===== src/source/cpu_pkg.sv =====
package cpu_pkg;

  typedef logic [15:0] word_t;
  typedef logic [3:0] reg_idx_t;

  // Opcode 4 is the canonical no-op, other unlisted codes behave the same
  typedef enum logic [3:0] {
    op_add  = 4'h0,
    op_sub  = 4'h1,
    op_xor  = 4'h2,
    op_addi = 4'h3,
    op_nop  = 4'h4,
    op_lw   = 4'h8,
    op_sw   = 4'h9,
    op_llb  = 4'ha,
    op_b    = 4'hc,
    op_hlt  = 4'hf
  } opcode_e;

  typedef enum logic [2:0] {
    cond_ne     = 3'b000,
    cond_eq     = 3'b001,
    cond_lt     = 3'b010,
    cond_always = 3'b111
  } cond_e;

  typedef struct packed {
    logic z;
    logic v;
    logic n;
  } flags_t;

  typedef struct packed {
    logic reg_write;
    logic mem_read;
    logic mem_write;
    logic alu_src;
    logic load_byte;
    logic halt;
  } ctrl_t;

  typedef enum logic [1:0] {
    fwd_none     = 2'd0,
    fwd_from_mem = 2'd1,
    fwd_from_wb  = 2'd2
  } fwd_sel_e;

  typedef struct packed {
    ctrl_t    ctrl;
    opcode_e  opcode;
    reg_idx_t rd;
    reg_idx_t rs;
    reg_idx_t rt;
    word_t    op_a;
    word_t    op_b;
    logic [7:0] imm8;
  } id_ex_t;

  typedef struct packed {
    ctrl_t    ctrl;
    reg_idx_t rd;
    word_t    alu_out;
    word_t    store_data;
  } ex_mem_t;

  typedef struct packed {
    ctrl_t    ctrl;
    reg_idx_t rd;
    word_t    alu_out;
    word_t    mem_data;
  } mem_wb_t;

  typedef struct packed {
    word_t addr;
    word_t wdata;
    logic  we;
    logic  re;
  } dmem_req_t;

  localparam word_t pc_step = 16'd2;
  localparam int reg_count = 16;
  // Encoding fed into decode for squashed slots and after reset
  localparam word_t nop_instr = 16'h4000;

endpackage


===== src/source/stage_reg.sv =====
`timescale 1ns/1ps

module stage_reg #(
  parameter type payload_t = logic
) (
  input  logic     clk,
  input  logic     rst,
  input  logic     hold,
  input  logic     bubble,
  input  payload_t d,
  output payload_t q
);

  // An all-zero payload carries an inactive control word
  always_ff @(posedge clk) begin
    if (rst) begin
      q <= '0;
    end else if (!hold) begin
      if (bubble) begin
        q <= '0;
      end else begin
        q <= d;
      end
    end
  end

endmodule


===== src/source/register_file.sv =====
`timescale 1ns/1ps

module register_file (
  input  logic             clk,
  input  logic             rst,
  input  cpu_pkg::reg_idx_t rs_idx,
  input  cpu_pkg::reg_idx_t rt_idx,
  input  logic             wr_en,
  input  cpu_pkg::reg_idx_t wr_idx,
  input  cpu_pkg::word_t    wr_data,
  output cpu_pkg::word_t    rs_data,
  output cpu_pkg::word_t    rt_data
);
  import cpu_pkg::*;

  word_t regs [reg_count];

  always_ff @(posedge clk) begin
    if (rst) begin
      for (int i = 0; i < reg_count; i++) begin
        regs[i] <= '0;
      end
    end else if (wr_en && wr_idx != '0) begin
      regs[wr_idx] <= wr_data;
    end
  end

  // Bypass the write port so decode sees write-back in the same cycle
  assign rs_data = (rs_idx == '0) ? '0 : (wr_en && wr_idx == rs_idx) ? wr_data : regs[rs_idx];
  assign rt_data = (rt_idx == '0) ? '0 : (wr_en && wr_idx == rt_idx) ? wr_data : regs[rt_idx];

endmodule


===== src/source/decoder.sv =====
`timescale 1ns/1ps

module decoder (
  input  cpu_pkg::word_t    instr,
  output cpu_pkg::ctrl_t    ctrl,
  output cpu_pkg::opcode_e  opcode,
  output cpu_pkg::reg_idx_t rd,
  output cpu_pkg::reg_idx_t rs_idx,
  output cpu_pkg::reg_idx_t rt_idx,
  output logic              is_branch,
  output cpu_pkg::cond_e    cond
);
  import cpu_pkg::*;

  assign opcode = opcode_e'(instr[15:12]);
  assign rd     = instr[11:8];
  assign cond   = cond_e'(instr[11:9]);

  // LLB keeps the upper byte of rd, SW stores rd
  assign rs_idx = (opcode == op_llb) ? instr[11:8] : instr[7:4];
  assign rt_idx = (opcode == op_sw) ? instr[11:8] : instr[3:0];

  assign is_branch = (opcode == op_b);

  always_comb begin
    ctrl = '0;
    case (opcode)
      op_add, op_sub, op_xor: begin
        ctrl.reg_write = 1'b1;
      end
      op_addi: begin
        ctrl.reg_write = 1'b1;
        ctrl.alu_src   = 1'b1;
      end
      op_lw: begin
        ctrl.reg_write = 1'b1;
        ctrl.mem_read  = 1'b1;
        ctrl.alu_src   = 1'b1;
      end
      // rt holds a register here, so alu_src stays clear
      op_sw: begin
        ctrl.mem_write = 1'b1;
      end
      op_llb: begin
        ctrl.reg_write = 1'b1;
        ctrl.alu_src   = 1'b1;
        ctrl.load_byte = 1'b1;
      end
      op_hlt: begin
        ctrl.halt = 1'b1;
      end
      default: begin
        ctrl = '0;
      end
    endcase
  end

endmodule


===== src/source/branch_unit.sv =====
`timescale 1ns/1ps

module branch_unit (
  input  logic            is_branch,
  input  cpu_pkg::cond_e  cond,
  input  cpu_pkg::word_t  instr,
  input  cpu_pkg::word_t  pc_next,
  input  cpu_pkg::flags_t flags,
  output logic            taken,
  output cpu_pkg::word_t  target
);
  import cpu_pkg::*;

  logic cond_met;

  always_comb begin
    case (cond)
      cond_ne:     cond_met = ~flags.z;
      cond_eq:     cond_met = flags.z;
      cond_lt:     cond_met = flags.n;
      cond_always: cond_met = 1'b1;
      default:     cond_met = 1'b0;
    endcase
  end

  assign taken = is_branch & cond_met;

  // Offset counts words, so shift by one before adding
  assign target = pc_next + {{6{instr[8]}}, instr[8:0], 1'b0};

endmodule


===== src/source/alu.sv =====
`timescale 1ns/1ps

module alu (
  input  logic             clk,
  input  logic             rst,
  input  cpu_pkg::opcode_e opcode,
  input  logic             load_byte,
  input  logic             alu_src,
  input  cpu_pkg::word_t   a,
  input  cpu_pkg::word_t   b,
  input  cpu_pkg::word_t   imm,
  output cpu_pkg::word_t   result,
  output cpu_pkg::flags_t  flags
);
  import cpu_pkg::*;

  word_t  b_eff;
  word_t  sum;
  word_t  diff;
  flags_t flags_d;
  logic   set_flags;

  // Memory ops share the adder with ADDI
  assign b_eff = (alu_src || opcode == op_sw) ? imm : b;
  assign sum   = a + b_eff;
  assign diff  = a - b;

  always_comb begin
    case (opcode)
      op_sub:  result = diff;
      op_xor:  result = a ^ b;
      default: result = sum;
    endcase
    if (load_byte) begin
      result = {a[15:8], imm[7:0]};
    end
  end

  always_comb begin
    flags_d.z = (result == '0);
    flags_d.n = result[15];
    case (opcode)
      op_sub:  flags_d.v = (a[15] != b[15]) && (diff[15] != a[15]);
      op_xor:  flags_d.v = 1'b0;
      default: flags_d.v = (a[15] == b_eff[15]) && (sum[15] != a[15]);
    endcase
  end

  assign set_flags = opcode inside {op_add, op_sub, op_xor, op_addi};

  always_ff @(posedge clk) begin
    if (rst) begin
      flags <= '0;
    end else if (set_flags) begin
      flags <= flags_d;
    end
  end

endmodule


===== src/source/hazard_unit.sv =====
`timescale 1ns/1ps

module hazard_unit (
  input  cpu_pkg::reg_idx_t id_rs,
  input  cpu_pkg::reg_idx_t id_rt,
  input  logic              id_uses_rt,
  input  cpu_pkg::id_ex_t   ex_stage,
  input  cpu_pkg::ex_mem_t  mem_stage,
  input  cpu_pkg::mem_wb_t  wb_stage,
  output cpu_pkg::fwd_sel_e fwd_a,
  output cpu_pkg::fwd_sel_e fwd_b,
  output logic              fwd_store,
  output logic              load_stall
);
  import cpu_pkg::*;

  logic mem_writes;
  logic wb_writes;

  assign mem_writes = mem_stage.ctrl.reg_write && mem_stage.rd != '0;
  assign wb_writes  = wb_stage.ctrl.reg_write && wb_stage.rd != '0;

  // Newer result in memory wins over write-back
  always_comb begin
    fwd_a = fwd_none;
    if (mem_writes && mem_stage.rd == ex_stage.rs) begin
      fwd_a = fwd_from_mem;
    end else if (wb_writes && wb_stage.rd == ex_stage.rs) begin
      fwd_a = fwd_from_wb;
    end

    fwd_b = fwd_none;
    if (!ex_stage.ctrl.alu_src) begin
      if (mem_writes && mem_stage.rd == ex_stage.rt) begin
        fwd_b = fwd_from_mem;
      end else if (wb_writes && wb_stage.rd == ex_stage.rt) begin
        fwd_b = fwd_from_wb;
      end
    end
  end

  // Store right behind a load of its data register
  assign fwd_store = mem_stage.ctrl.mem_write && wb_stage.ctrl.mem_read && wb_writes &&
                     wb_stage.rd == mem_stage.rd;

  assign load_stall = ex_stage.ctrl.mem_read && ex_stage.rd != '0 &&
                      (ex_stage.rd == id_rs || (id_uses_rt && ex_stage.rd == id_rt));

endmodule


===== src/source/cpu.sv =====
`timescale 1ns/1ps

module cpu (
  input  logic               clk,
  input  logic               rst,
  output cpu_pkg::word_t     imem_addr,
  input  cpu_pkg::word_t     imem_data,
  output cpu_pkg::dmem_req_t dmem_req,
  input  cpu_pkg::word_t     dmem_rdata,
  output cpu_pkg::word_t     pc,
  output logic               hlt
);
  import cpu_pkg::*;

  word_t    ir;
  word_t    id_pc_next;
  ctrl_t    dec_ctrl;
  opcode_e  dec_opcode;
  reg_idx_t dec_rd;
  reg_idx_t dec_rs;
  reg_idx_t dec_rt;
  logic     dec_is_branch;
  cond_e    dec_cond;
  word_t    rs_data;
  word_t    rt_data;
  logic     br_taken;
  word_t    br_target;
  flags_t   flags;
  logic     id_hold;
  id_ex_t   id_ex_d;
  id_ex_t   ex;
  ex_mem_t  ex_mem_d;
  ex_mem_t  mem;
  mem_wb_t  mem_wb_d;
  mem_wb_t  wb;
  fwd_sel_e fwd_a;
  fwd_sel_e fwd_b;
  logic     fwd_store;
  logic     load_stall;
  word_t    a_val;
  word_t    b_val;
  word_t    ex_imm;
  opcode_e  alu_opcode;
  word_t    alu_result;
  word_t    store_wdata;
  word_t    wb_result;

  // Fetch holds on a load-use stall and once HLT sits in decode
  assign id_hold   = load_stall | dec_ctrl.halt;
  assign imem_addr = pc;

  always_ff @(posedge clk) begin
    if (rst) begin
      pc <= '0;
      ir <= nop_instr;
    end else if (!id_hold) begin
      pc <= br_taken ? br_target : pc + pc_step;
      ir <= br_taken ? nop_instr : imem_data;
    end
  end

  always_ff @(posedge clk) begin
    if (!id_hold) begin
      id_pc_next <= pc + pc_step;
    end
  end

  decoder i_decoder (
    .instr(ir), .ctrl(dec_ctrl), .opcode(dec_opcode), .rd(dec_rd), .rs_idx(dec_rs),
    .rt_idx(dec_rt), .is_branch(dec_is_branch), .cond(dec_cond)
  );

  register_file i_register_file (
    .clk(clk), .rst(rst), .rs_idx(dec_rs), .rt_idx(dec_rt), .wr_en(wb.ctrl.reg_write),
    .wr_idx(wb.rd), .wr_data(wb_result), .rs_data(rs_data), .rt_data(rt_data)
  );

  branch_unit i_branch_unit (
    .is_branch(dec_is_branch), .cond(dec_cond), .instr(ir), .pc_next(id_pc_next),
    .flags(flags), .taken(br_taken), .target(br_target)
  );

  hazard_unit i_hazard_unit (
    .id_rs(dec_rs), .id_rt(dec_rt), .id_uses_rt(dec_ctrl.reg_write & ~dec_ctrl.alu_src),
    .ex_stage(ex), .mem_stage(mem), .wb_stage(wb), .fwd_a(fwd_a), .fwd_b(fwd_b),
    .fwd_store(fwd_store), .load_stall(load_stall)
  );

  assign id_ex_d = '{ctrl: dec_ctrl, opcode: dec_opcode, rd: dec_rd, rs: dec_rs, rt: dec_rt,
                     op_a: rs_data, op_b: rt_data, imm8: ir[7:0]};

  stage_reg #(.payload_t(id_ex_t)) i_id_ex (
    .clk(clk), .rst(rst), .hold(hlt), .bubble(load_stall), .d(id_ex_d), .q(ex)
  );

  always_comb begin
    case (fwd_a)
      fwd_from_mem: a_val = mem.alu_out;
      fwd_from_wb:  a_val = wb_result;
      default:      a_val = ex.op_a;
    endcase
    case (fwd_b)
      fwd_from_mem: b_val = mem.alu_out;
      fwd_from_wb:  b_val = wb_result;
      default:      b_val = ex.op_b;
    endcase
  end

  // LLB wants the raw byte, everything else a sign-extended nibble
  assign ex_imm = ex.ctrl.load_byte ? {8'h00, ex.imm8} : {{12{ex.imm8[3]}}, ex.imm8[3:0]};

  // A bubble decodes as ADD, so keep it away from the flags
  assign alu_opcode = (|ex.ctrl) ? ex.opcode : op_nop;

  alu i_alu (
    .clk(clk), .rst(rst), .opcode(alu_opcode), .load_byte(ex.ctrl.load_byte),
    .alu_src(ex.ctrl.alu_src), .a(a_val), .b(b_val), .imm(ex_imm), .result(alu_result),
    .flags(flags)
  );

  assign ex_mem_d = '{ctrl: ex.ctrl, rd: ex.rd, alu_out: alu_result, store_data: b_val};

  stage_reg #(.payload_t(ex_mem_t)) i_ex_mem (
    .clk(clk), .rst(rst), .hold(hlt), .bubble(1'b0), .d(ex_mem_d), .q(mem)
  );

  assign store_wdata = fwd_store ? wb.mem_data : mem.store_data;
  assign dmem_req    = '{addr: mem.alu_out, wdata: store_wdata, we: mem.ctrl.mem_write,
                         re: mem.ctrl.mem_read};
  assign mem_wb_d    = '{ctrl: mem.ctrl, rd: mem.rd, alu_out: mem.alu_out, mem_data: dmem_rdata};

  stage_reg #(.payload_t(mem_wb_t)) i_mem_wb (
    .clk(clk), .rst(rst), .hold(hlt), .bubble(1'b0), .d(mem_wb_d), .q(wb)
  );

  assign wb_result = wb.ctrl.mem_read ? wb.mem_data : wb.alu_out;

  // Sticky until reset
  always_ff @(posedge clk) begin
    if (rst) begin
      hlt <= 1'b0;
    end else if (wb.ctrl.halt) begin
      hlt <= 1'b1;
    end
  end

endmodule


===== config.mk =====
export PLATFORM = sky130hd
export DESIGN_NAME = cpu
export DESIGN_NICKNAME = d
export VERILOG_FILES = /design/src/source/cpu_pkg.sv /design/src/source/stage_reg.sv /design/src/source/register_file.sv /design/src/source/decoder.sv /design/src/source/branch_unit.sv /design/src/source/alu.sv /design/src/source/hazard_unit.sv /design/src/source/cpu.sv
export SDC_FILE = /design/constraint.sdc
export NUM_CORES = 1
export LEC_CHECK = 0
export BUFFER_PORTS_ARGS = -buffer_cell sky130_fd_sc_hd__buf_2
export CAP_MARGIN = 0
export CORE_MARGIN = 4
export CORE_UTILIZATION = 41
export DETAILED_ROUTE_END_ITERATION = 8
export SETUP_SLACK_MARGIN = 0.05
export SKIP_LAST_GASP = 1
export SYNTH_ARGS = -nofsm -noshare
export SYNTH_HDL_FRONTEND = slang
export SYNTH_SLANG_ARGS = --single-unit

===== constraint.sdc =====
create_clock -name clk -period 13.8 [get_ports clk]
set_input_delay 1.38 -clock clk [delete_from_list [all_inputs] [get_ports clk]]
set_output_delay 1.38 -clock clk [all_outputs]
set_load 0.02 [all_outputs]

After elaboration in Yosys (flattened, before gate mapping)
Memories as Yosys holds them, arrays and structs flattened.
Cells that the tools add are included.
{"block": "word_totals", "reg_bits": 192, "ramBits": 256, "word_cells": 139, "memories": 1}
{"block": "classes", "n_addsub": 4, "eq_ne": 28, "n_mux": 38, "n_bitwise": 6, "reduce_logical": 30}
{"memory": "i_register_file.regs", "words": 16, "word_bits": 16, "read_ports": 2, "rd_clocked_by_memory_dff": 0, "write_ports": 16, "line_no": "register_file.sv:16", "source": "word_t regs [reg_count];"}
{"operator": "16-bit 2-to-1 mux", "n": 12}
{"operator": "16-bit case mux with 2 select lines", "n": 3}
{"operator": "62-bit 2-to-1 mux", "n": 1}
{"operator": "4-bit == test", "n": 9}
{"operator": "16-bit adder", "n": 2}
{"operator": "4-bit == test (second input constant)", "n": 6}
{"operator": "16-bit by 2-bit adder with 16-bit output (second input constant)", "n": 1}
{"operator": "4-bit by 2-bit == test with 1-bit output (second input constant)", "n": 4}
{"operator": "16-bit logical NOT", "n": 1}
{"operator": "4-bit logical NOT", "n": 4}
{"operator": "4-bit 2-to-1 mux", "n": 4}
{"operator": "4-bit nonzero test", "n": 4}
{"operator": "16-bit OR reduction", "n": 1}
{"operator": "16-bit subtractor", "n": 1}
{"operator": "16-bit bitwise XOR", "n": 1}
{"operator": "1-bit logical AND", "n": 14}
{"operator": "1-bit 2-to-1 mux", "n": 12}
{"operator": "6-bit OR reduction", "n": 2}
{"operator": "2-bit 2-to-1 mux", "n": 5}
{"operator": "4-bit by 1-bit == test with 1-bit output (second input constant)", "n": 2}
{"operator": "2-bit by 1-bit == test with 1-bit output (second input constant)", "n": 2}
{"operator": "2-bit == test (second input constant)", "n": 2}
{"operator": "1-bit case mux with 4 select lines", "n": 1}
{"operator": "3-bit by 1-bit == test with 1-bit output (second input constant)", "n": 1}
{"operator": "other kinds (8)", "n": 11}

Longest topological paths before layout
{"block": "depth", "ltp_word": 13, "depth_mapped": 30}

Hierarchy
A second synthesis with hierarchy kept.
{"block": "unflattened", "cells_unflattened": 2706, "area_unflattened_um2": 28503.6}
{"mod": "register_file", "instances": 1, "cells_per_inst": 1047, "area_per_inst_um2": 14101.0, "seq_area_each_um2": 7687.4}
{"mod": "stage_reg (i_ex_mem ...)", "instances": 2, "cells_per_inst": 188, "area_per_inst_um2": 1930.6, "seq_area_each_um2": 840.8}
{"mod": "cpu", "instances": 1, "cells_per_inst": 432, "area_per_inst_um2": 3565.9, "seq_area_each_um2": 1141.1}
{"mod": "stage_reg (i_id_ex)", "instances": 1, "cells_per_inst": 276, "area_per_inst_um2": 2847.7, "seq_area_each_um2": 1241.2}
{"mod": "alu", "instances": 1, "cells_per_inst": 397, "area_per_inst_um2": 2728.9, "seq_area_each_um2": 60.1}
{"mod": "branch_unit", "instances": 1, "cells_per_inst": 95, "area_per_inst_um2": 710.7, "seq_area_each_um2": 0.0}
{"mod": "hazard_unit", "instances": 1, "cells_per_inst": 51, "area_per_inst_um2": 394.1, "seq_area_each_um2": 0.0}
{"mod": "decoder", "instances": 1, "cells_per_inst": 32, "area_per_inst_um2": 294.0, "seq_area_each_um2": 0.0}

Worst setup path after synthesis
No wires, ideal clock.
{"block": "synth_path", "kind": "reg2reg", "from": "register i_mem_wb.q[32] (netlist bit)", "to": "register i_alu.flags[2] (netlist name)", "arrival_ns": 6.093, "required_ns": 13.731, "setup_slack_ns": 7.638, "path_stages_with_launch": 30, "path_buffers": 4, "period_less_slack_ns": 6.162, "cell_sequence": "dfxtp_1 > buf_2 > buf_1 > xor2_1 > nor3_1 > and3_1 > ha_1 > nand2b_1 > buf_2 > o221a_4 > nor2_1 > a21oi_1 > ha_1 > inv_1 > or3_1 > a31o_2 > a221oi_1 > o21ai_0 > ha_1 > clkbuf_1 > a211oi_1 > nand2_1 > o211a_1 > o21a_1 > o41ai_1 > xor2_1 > a22oi_1 > o22a_1 > or4_1 > o21ai_1"}
{"block": "synth_between", "elab_chain_len": 13, "word_cells_on_any_way": 24, "cone_classes": "add/sub: 2; eq/ne: 6; mux: 10; bitwise: 1; reduce/logical: 5"}
{"element": "start, declared", "line_no": "stage_reg.sv:11", "source": "output payload_t q"}
{"element": "start signal, assigned", "line_no": "stage_reg.sv:17", "source": "q <= '0;"}
{"element": "start signal, assigned", "line_no": "stage_reg.sv:20", "source": "q <= '0;"}
{"element": "start signal, assigned", "line_no": "stage_reg.sv:22", "source": "q <= d;"}
{"element": "4-bit nonzero test", "line_no": "hazard_unit.sv:21", "source": "assign wb_writes = wb_stage.ctrl.reg_write && wb_stage.rd != '0;"}
{"element": "1-bit logical AND", "line_no": "hazard_unit.sv:21"}
{"element": "1-bit logical AND", "line_no": "hazard_unit.sv:36", "source": "end else if (wb_writes && wb_stage.rd == ex_stage.rt) begin"}
{"element": "2-bit 2-to-1 mux", "line_no": "hazard_unit.sv:36"}
{"element": "2-bit 2-to-1 mux", "line_no": "hazard_unit.sv:34", "source": "if (mem_writes && mem_stage.rd == ex_stage.rt) begin"}
{"element": "2-bit 2-to-1 mux", "line_no": "hazard_unit.sv:33", "source": "if (!ex_stage.ctrl.alu_src) begin"}
{"element": "2-bit == test or 2-bit by 1-bit == test with 1-bit output (tied branches)", "line_no": "cpu.sv:102", "source": "case (fwd_b)"}
{"element": "16-bit case mux with 2 select lines", "line_no": "cpu.sv:102"}
{"element": "16-bit 2-to-1 mux", "line_no": "alu.sv:24", "source": "assign b_eff = (alu_src || opcode == op_sw) ? imm : b;"}
{"element": "16-bit adder", "line_no": "alu.sv:25", "source": "assign sum = a + b_eff;"}
{"element": "16-bit case mux with 2 select lines", "line_no": "alu.sv:29", "source": "case (opcode)"}
{"element": "16-bit 2-to-1 mux (*)", "line_no": "alu.sv:34", "source": "if (load_byte) begin"}
{"element": "16-bit logical NOT (*)", "line_no": "alu.sv:40", "source": "flags_d.z = (result == '0);"}
Mark *: on every way between the ends. The rest lies on a longest branch, timed or not.
A chain may end at the register's enable or synchronous reset.

Worst setup path after layout
{"block": "layout_path", "from": "register i_mem_wb.q[35] (netlist bit)", "to": "register i_alu.flags[2] (netlist name)"}
{"block": "layout_between", "elab_chain_len": 13, "word_cells_on_any_way": 24, "cone_classes": "add/sub: 2; eq/ne: 6; mux: 10; bitwise: 1; reduce/logical: 5"}
{"element": "4-bit nonzero test", "line_no": "hazard_unit.sv:21"}
{"element": "1-bit logical AND", "line_no": "hazard_unit.sv:21"}
{"element": "1-bit logical AND", "line_no": "hazard_unit.sv:36"}
{"element": "2-bit 2-to-1 mux", "line_no": "hazard_unit.sv:36"}
{"element": "2-bit 2-to-1 mux", "line_no": "hazard_unit.sv:34"}
{"element": "2-bit 2-to-1 mux", "line_no": "hazard_unit.sv:33"}
{"element": "2-bit == test or 2-bit by 1-bit == test with 1-bit output (tied branches)", "line_no": "cpu.sv:102"}
{"element": "16-bit case mux with 2 select lines", "line_no": "cpu.sv:102"}
{"element": "16-bit 2-to-1 mux", "line_no": "alu.sv:24"}
{"element": "16-bit adder", "line_no": "alu.sv:25"}
{"element": "16-bit case mux with 2 select lines", "line_no": "alu.sv:29"}
{"element": "16-bit 2-to-1 mux (*)", "line_no": "alu.sv:34"}
{"element": "16-bit logical NOT (*)", "line_no": "alu.sv:40"}
Marks and branches as above.

==> flow_summary.ini <==
[route]
drc = 0
wl_per_cell_um = 23.0
ant_nets = 0
drtIter0Drc = 2706
drt-total-wl_um = 89500
num_vias = 23200
avgViaCountPerCell = 5.96
first_pass_iters = 8

[finish]
synthToLayoutAreaGrowth_pct = 9.25
nets = 3076
layout_common_cells = nand2_1, nor2_1, edfxtp_1
final_common_cell = nand2_1
drive_above_1_share = 0.100

[run_status]
status = finished clean

[run]
cap_violations = 0

[clocking]
cts.sinks = 448
max-clock-path-buffers = 3
cts_root_buf = clkbuf_16
tritoncts = built
hold_buffers = 0
insertion_delay_ns = 0.62
cts_made_buffers = 51
post_cts_buffers = 0
htreeDepth = 2
cts_resized = 0
clk_pin_slew_ns = 0.06

[worst_setup_path]
worstSetupStartpointType = flip-flop
crit_type = reg2reg
crit_arrival_ns = 8.30
required_ns = 14.35
crit_path_end_kind = flip-flop
worstPathMaxFanout = 32

[floorplan]
fp-row-count = 92
start_util = 0.413
die_h_um = 260
die_w_um = 260
die-area_um2 = 67400
fp.coreArea_um2 = 62900
io_pins = 101

[timing]
max_freq_mhz = 129
setup_viol_count_final = 0
period_share = 0.561
slew_viol_final = 0
hold_slack_ns = 0.463
tightest_slew_ns = 1.24
skew_ns = 0.0408
slew_headroom = 0.173
finalCriticalPeriod_ns = 7.75
rsz0062_at_grt = false
hold_viol_final = 0
setup-tns-final_ns = 0

[grt]
track_usage = 0.256
grt_overflow = 0
grt_pass1_vias = 22200
grt_max_degree = 91
grt_pass1_wl_um = 134000
grt_antenna_before_repair = 0

[synth]
synthCells = 3087
syn-cell-area_um2 = 26000
ys.flop_type = edfxtp_1
synth_largest_area_cell = edfxtp_1
synth_cell_types = 101
async_flop_share = 0
synth_seq_cells = 448
synth_edf_count = 272
syn_avg_cell_area_um2 = 8.41
synth.yosys.seq_area_share = 0.450
synth_top_area_share = 0.314
yosys_warnings = 0
ys_top_cells_by_area = edfxtp_1, dfxtp_1, nand2_1

[placed_design]
gp_congestion = 0.921
port_buffers = 100
hpwl_um = 55400

[pwr]
powerDensity_nw_per_um2 = 131
leakagePower_nw = 10.5
vdd_drop_max_v = 0.0000859

[worst_hold_path]
hold_path.class = reg2reg
## Yosys cell counts (all sizes together) (4+ instances only)
| cell | count |
|---|---|
| buf | 113 |
| a211oi | 19 |
| o22ai | 5 |
| dfxtp | 176 |
| inv | 22 |
| xor2 | 26 |
| a31o | 7 |
| a2111oi | 4 |
| a2bb2oi | 33 |
| a311oi | 100 |
| a22oi | 6 |
| o41ai | 6 |
| a41oi | 4 |
| o21a | 8 |
| ha | 34 |
| a31oi | 38 |
| nand2b | 5 |
| clkbuf | 175 |
| nand2 | 664 |
| a211o | 4 |
| or3 | 7 |
| xnor2 | 47 |
| nor3 | 45 |
| mux2i | 83 |
| nor3b | 19 |
| nor2 | 503 |
| a21o | 12 |
| o21ai | 51 |
| edfxtp | 272 |
| nor2b | 11 |
| and3 | 80 |
| and4 | 6 |
| nor4 | 8 |
| a21oi | 185 |
| nand4 | 11 |
| o31ai | 13 |
| o221ai | 8 |
| a221oi | 6 |
| o211ai | 12 |
| nand3 | 185 |
| mux2 | 22 |
## power breakdown
group          total [mW]  switching (mW)  internal, mW
logic               0.778           0.509         0.269
clock network        1.34           0.578         0.766
registers            1.60          0.0997          1.50
total                3.72            1.19          2.53
## cell families (layout without fill, tap and decap cells)
family          Yosys count  after routing  share of synthesized area
simple gates           1563           1563                      0.258
compound gates          550            550                      0.149
flops                   448            448                      0.450
buf+inv                 311            256                     0.0540
mux                     105            105                     0.0464
xor+xnor                 73             73                     0.0246
fa+ha+maj                36             36                     0.0179
other cells               1             17                   0.000144
## state kept, by name, indices dropped and copies added, names as in the netlist
name / flops
i_alu.flags: 2
i_register_file.regs: 256
imem_addr: 16
i_mem_wb.q: 39
id_pc_next: 16
i_ex_mem.q: 40
i_id_ex.q: 62
ir: 16
hlt: 1
## cell type report
class                      count  area (µm²)
inverter                      23        86.3
timing repair buffer         139         800
multi-input combinational   2343       13100
clock inverter                15         144
antenna                        1        2.50
fill                        6183       34500
clock buffer                  79        1490
tap                          846        1060
sequential                   448       11700
## routing by layer
metal	vias to the layer above	track usage	part of all wire
met5	-	0	0
met4	0	0.127	0.050
met3	230	0.0370	0.081
met2	1128	0.418	0.46
met1	11200	0.333	0.41
li1	10700	-	-
## metrics by stage
stage	worst slack [ns]	instance area [µm²]	cells	total power, mW	utilization
after floorplan	7.64	26000	3102	2.14	-
after global placement	6.28	26700	3799	2.37	0.425
after detailed placement	6.11	26700	3799	2.39	0.425
after CTS	6.10	28400	3893	3.72	0.451
after global routing	5.58	28400	3893	3.86	0.451
final	6.05	28400	3894	3.72	0.451
## worst paths after layout
kind,slack (ns),cells past startpoint,end,startpoint
min reg2reg,0.46,2,i_ex_mem.q[11],i_ex_mem.q[11]
max,6.05,24,i_alu.flags[2],i_mem_wb.q[35]
max reg2reg,6.05,24,i_alu.flags[2],i_mem_wb.q[35]
min,0.46,2,i_ex_mem.q[11],i_ex_mem.q[11]
## critical path, stage by stage (launching register included)
cell and delay, ns:
dfxtp_1 0.49, o41ai_4 0.52, nor3_1 0.10, and3_1 0.22, ha_1 0.97, nand2b_1 0.57
o221ai_2 0.30, a21oi_1 0.28, ha_1 0.26, inv_1 0.10, or3_1 0.35, a31o_2 0.24
a221oi_1 0.27, o21ai_0 0.14, ha_1 0.42, a211oi_1 0.39, nand2_1 0.12, o211a_1 0.23
o21a_1 0.20, o41ai_1 0.31, xor2_1 0.19, a22oi_1 0.10, o22a_1 0.25, or4_1 0.53
o21ai_1 0.12
(Power assumes the default switching activity.)
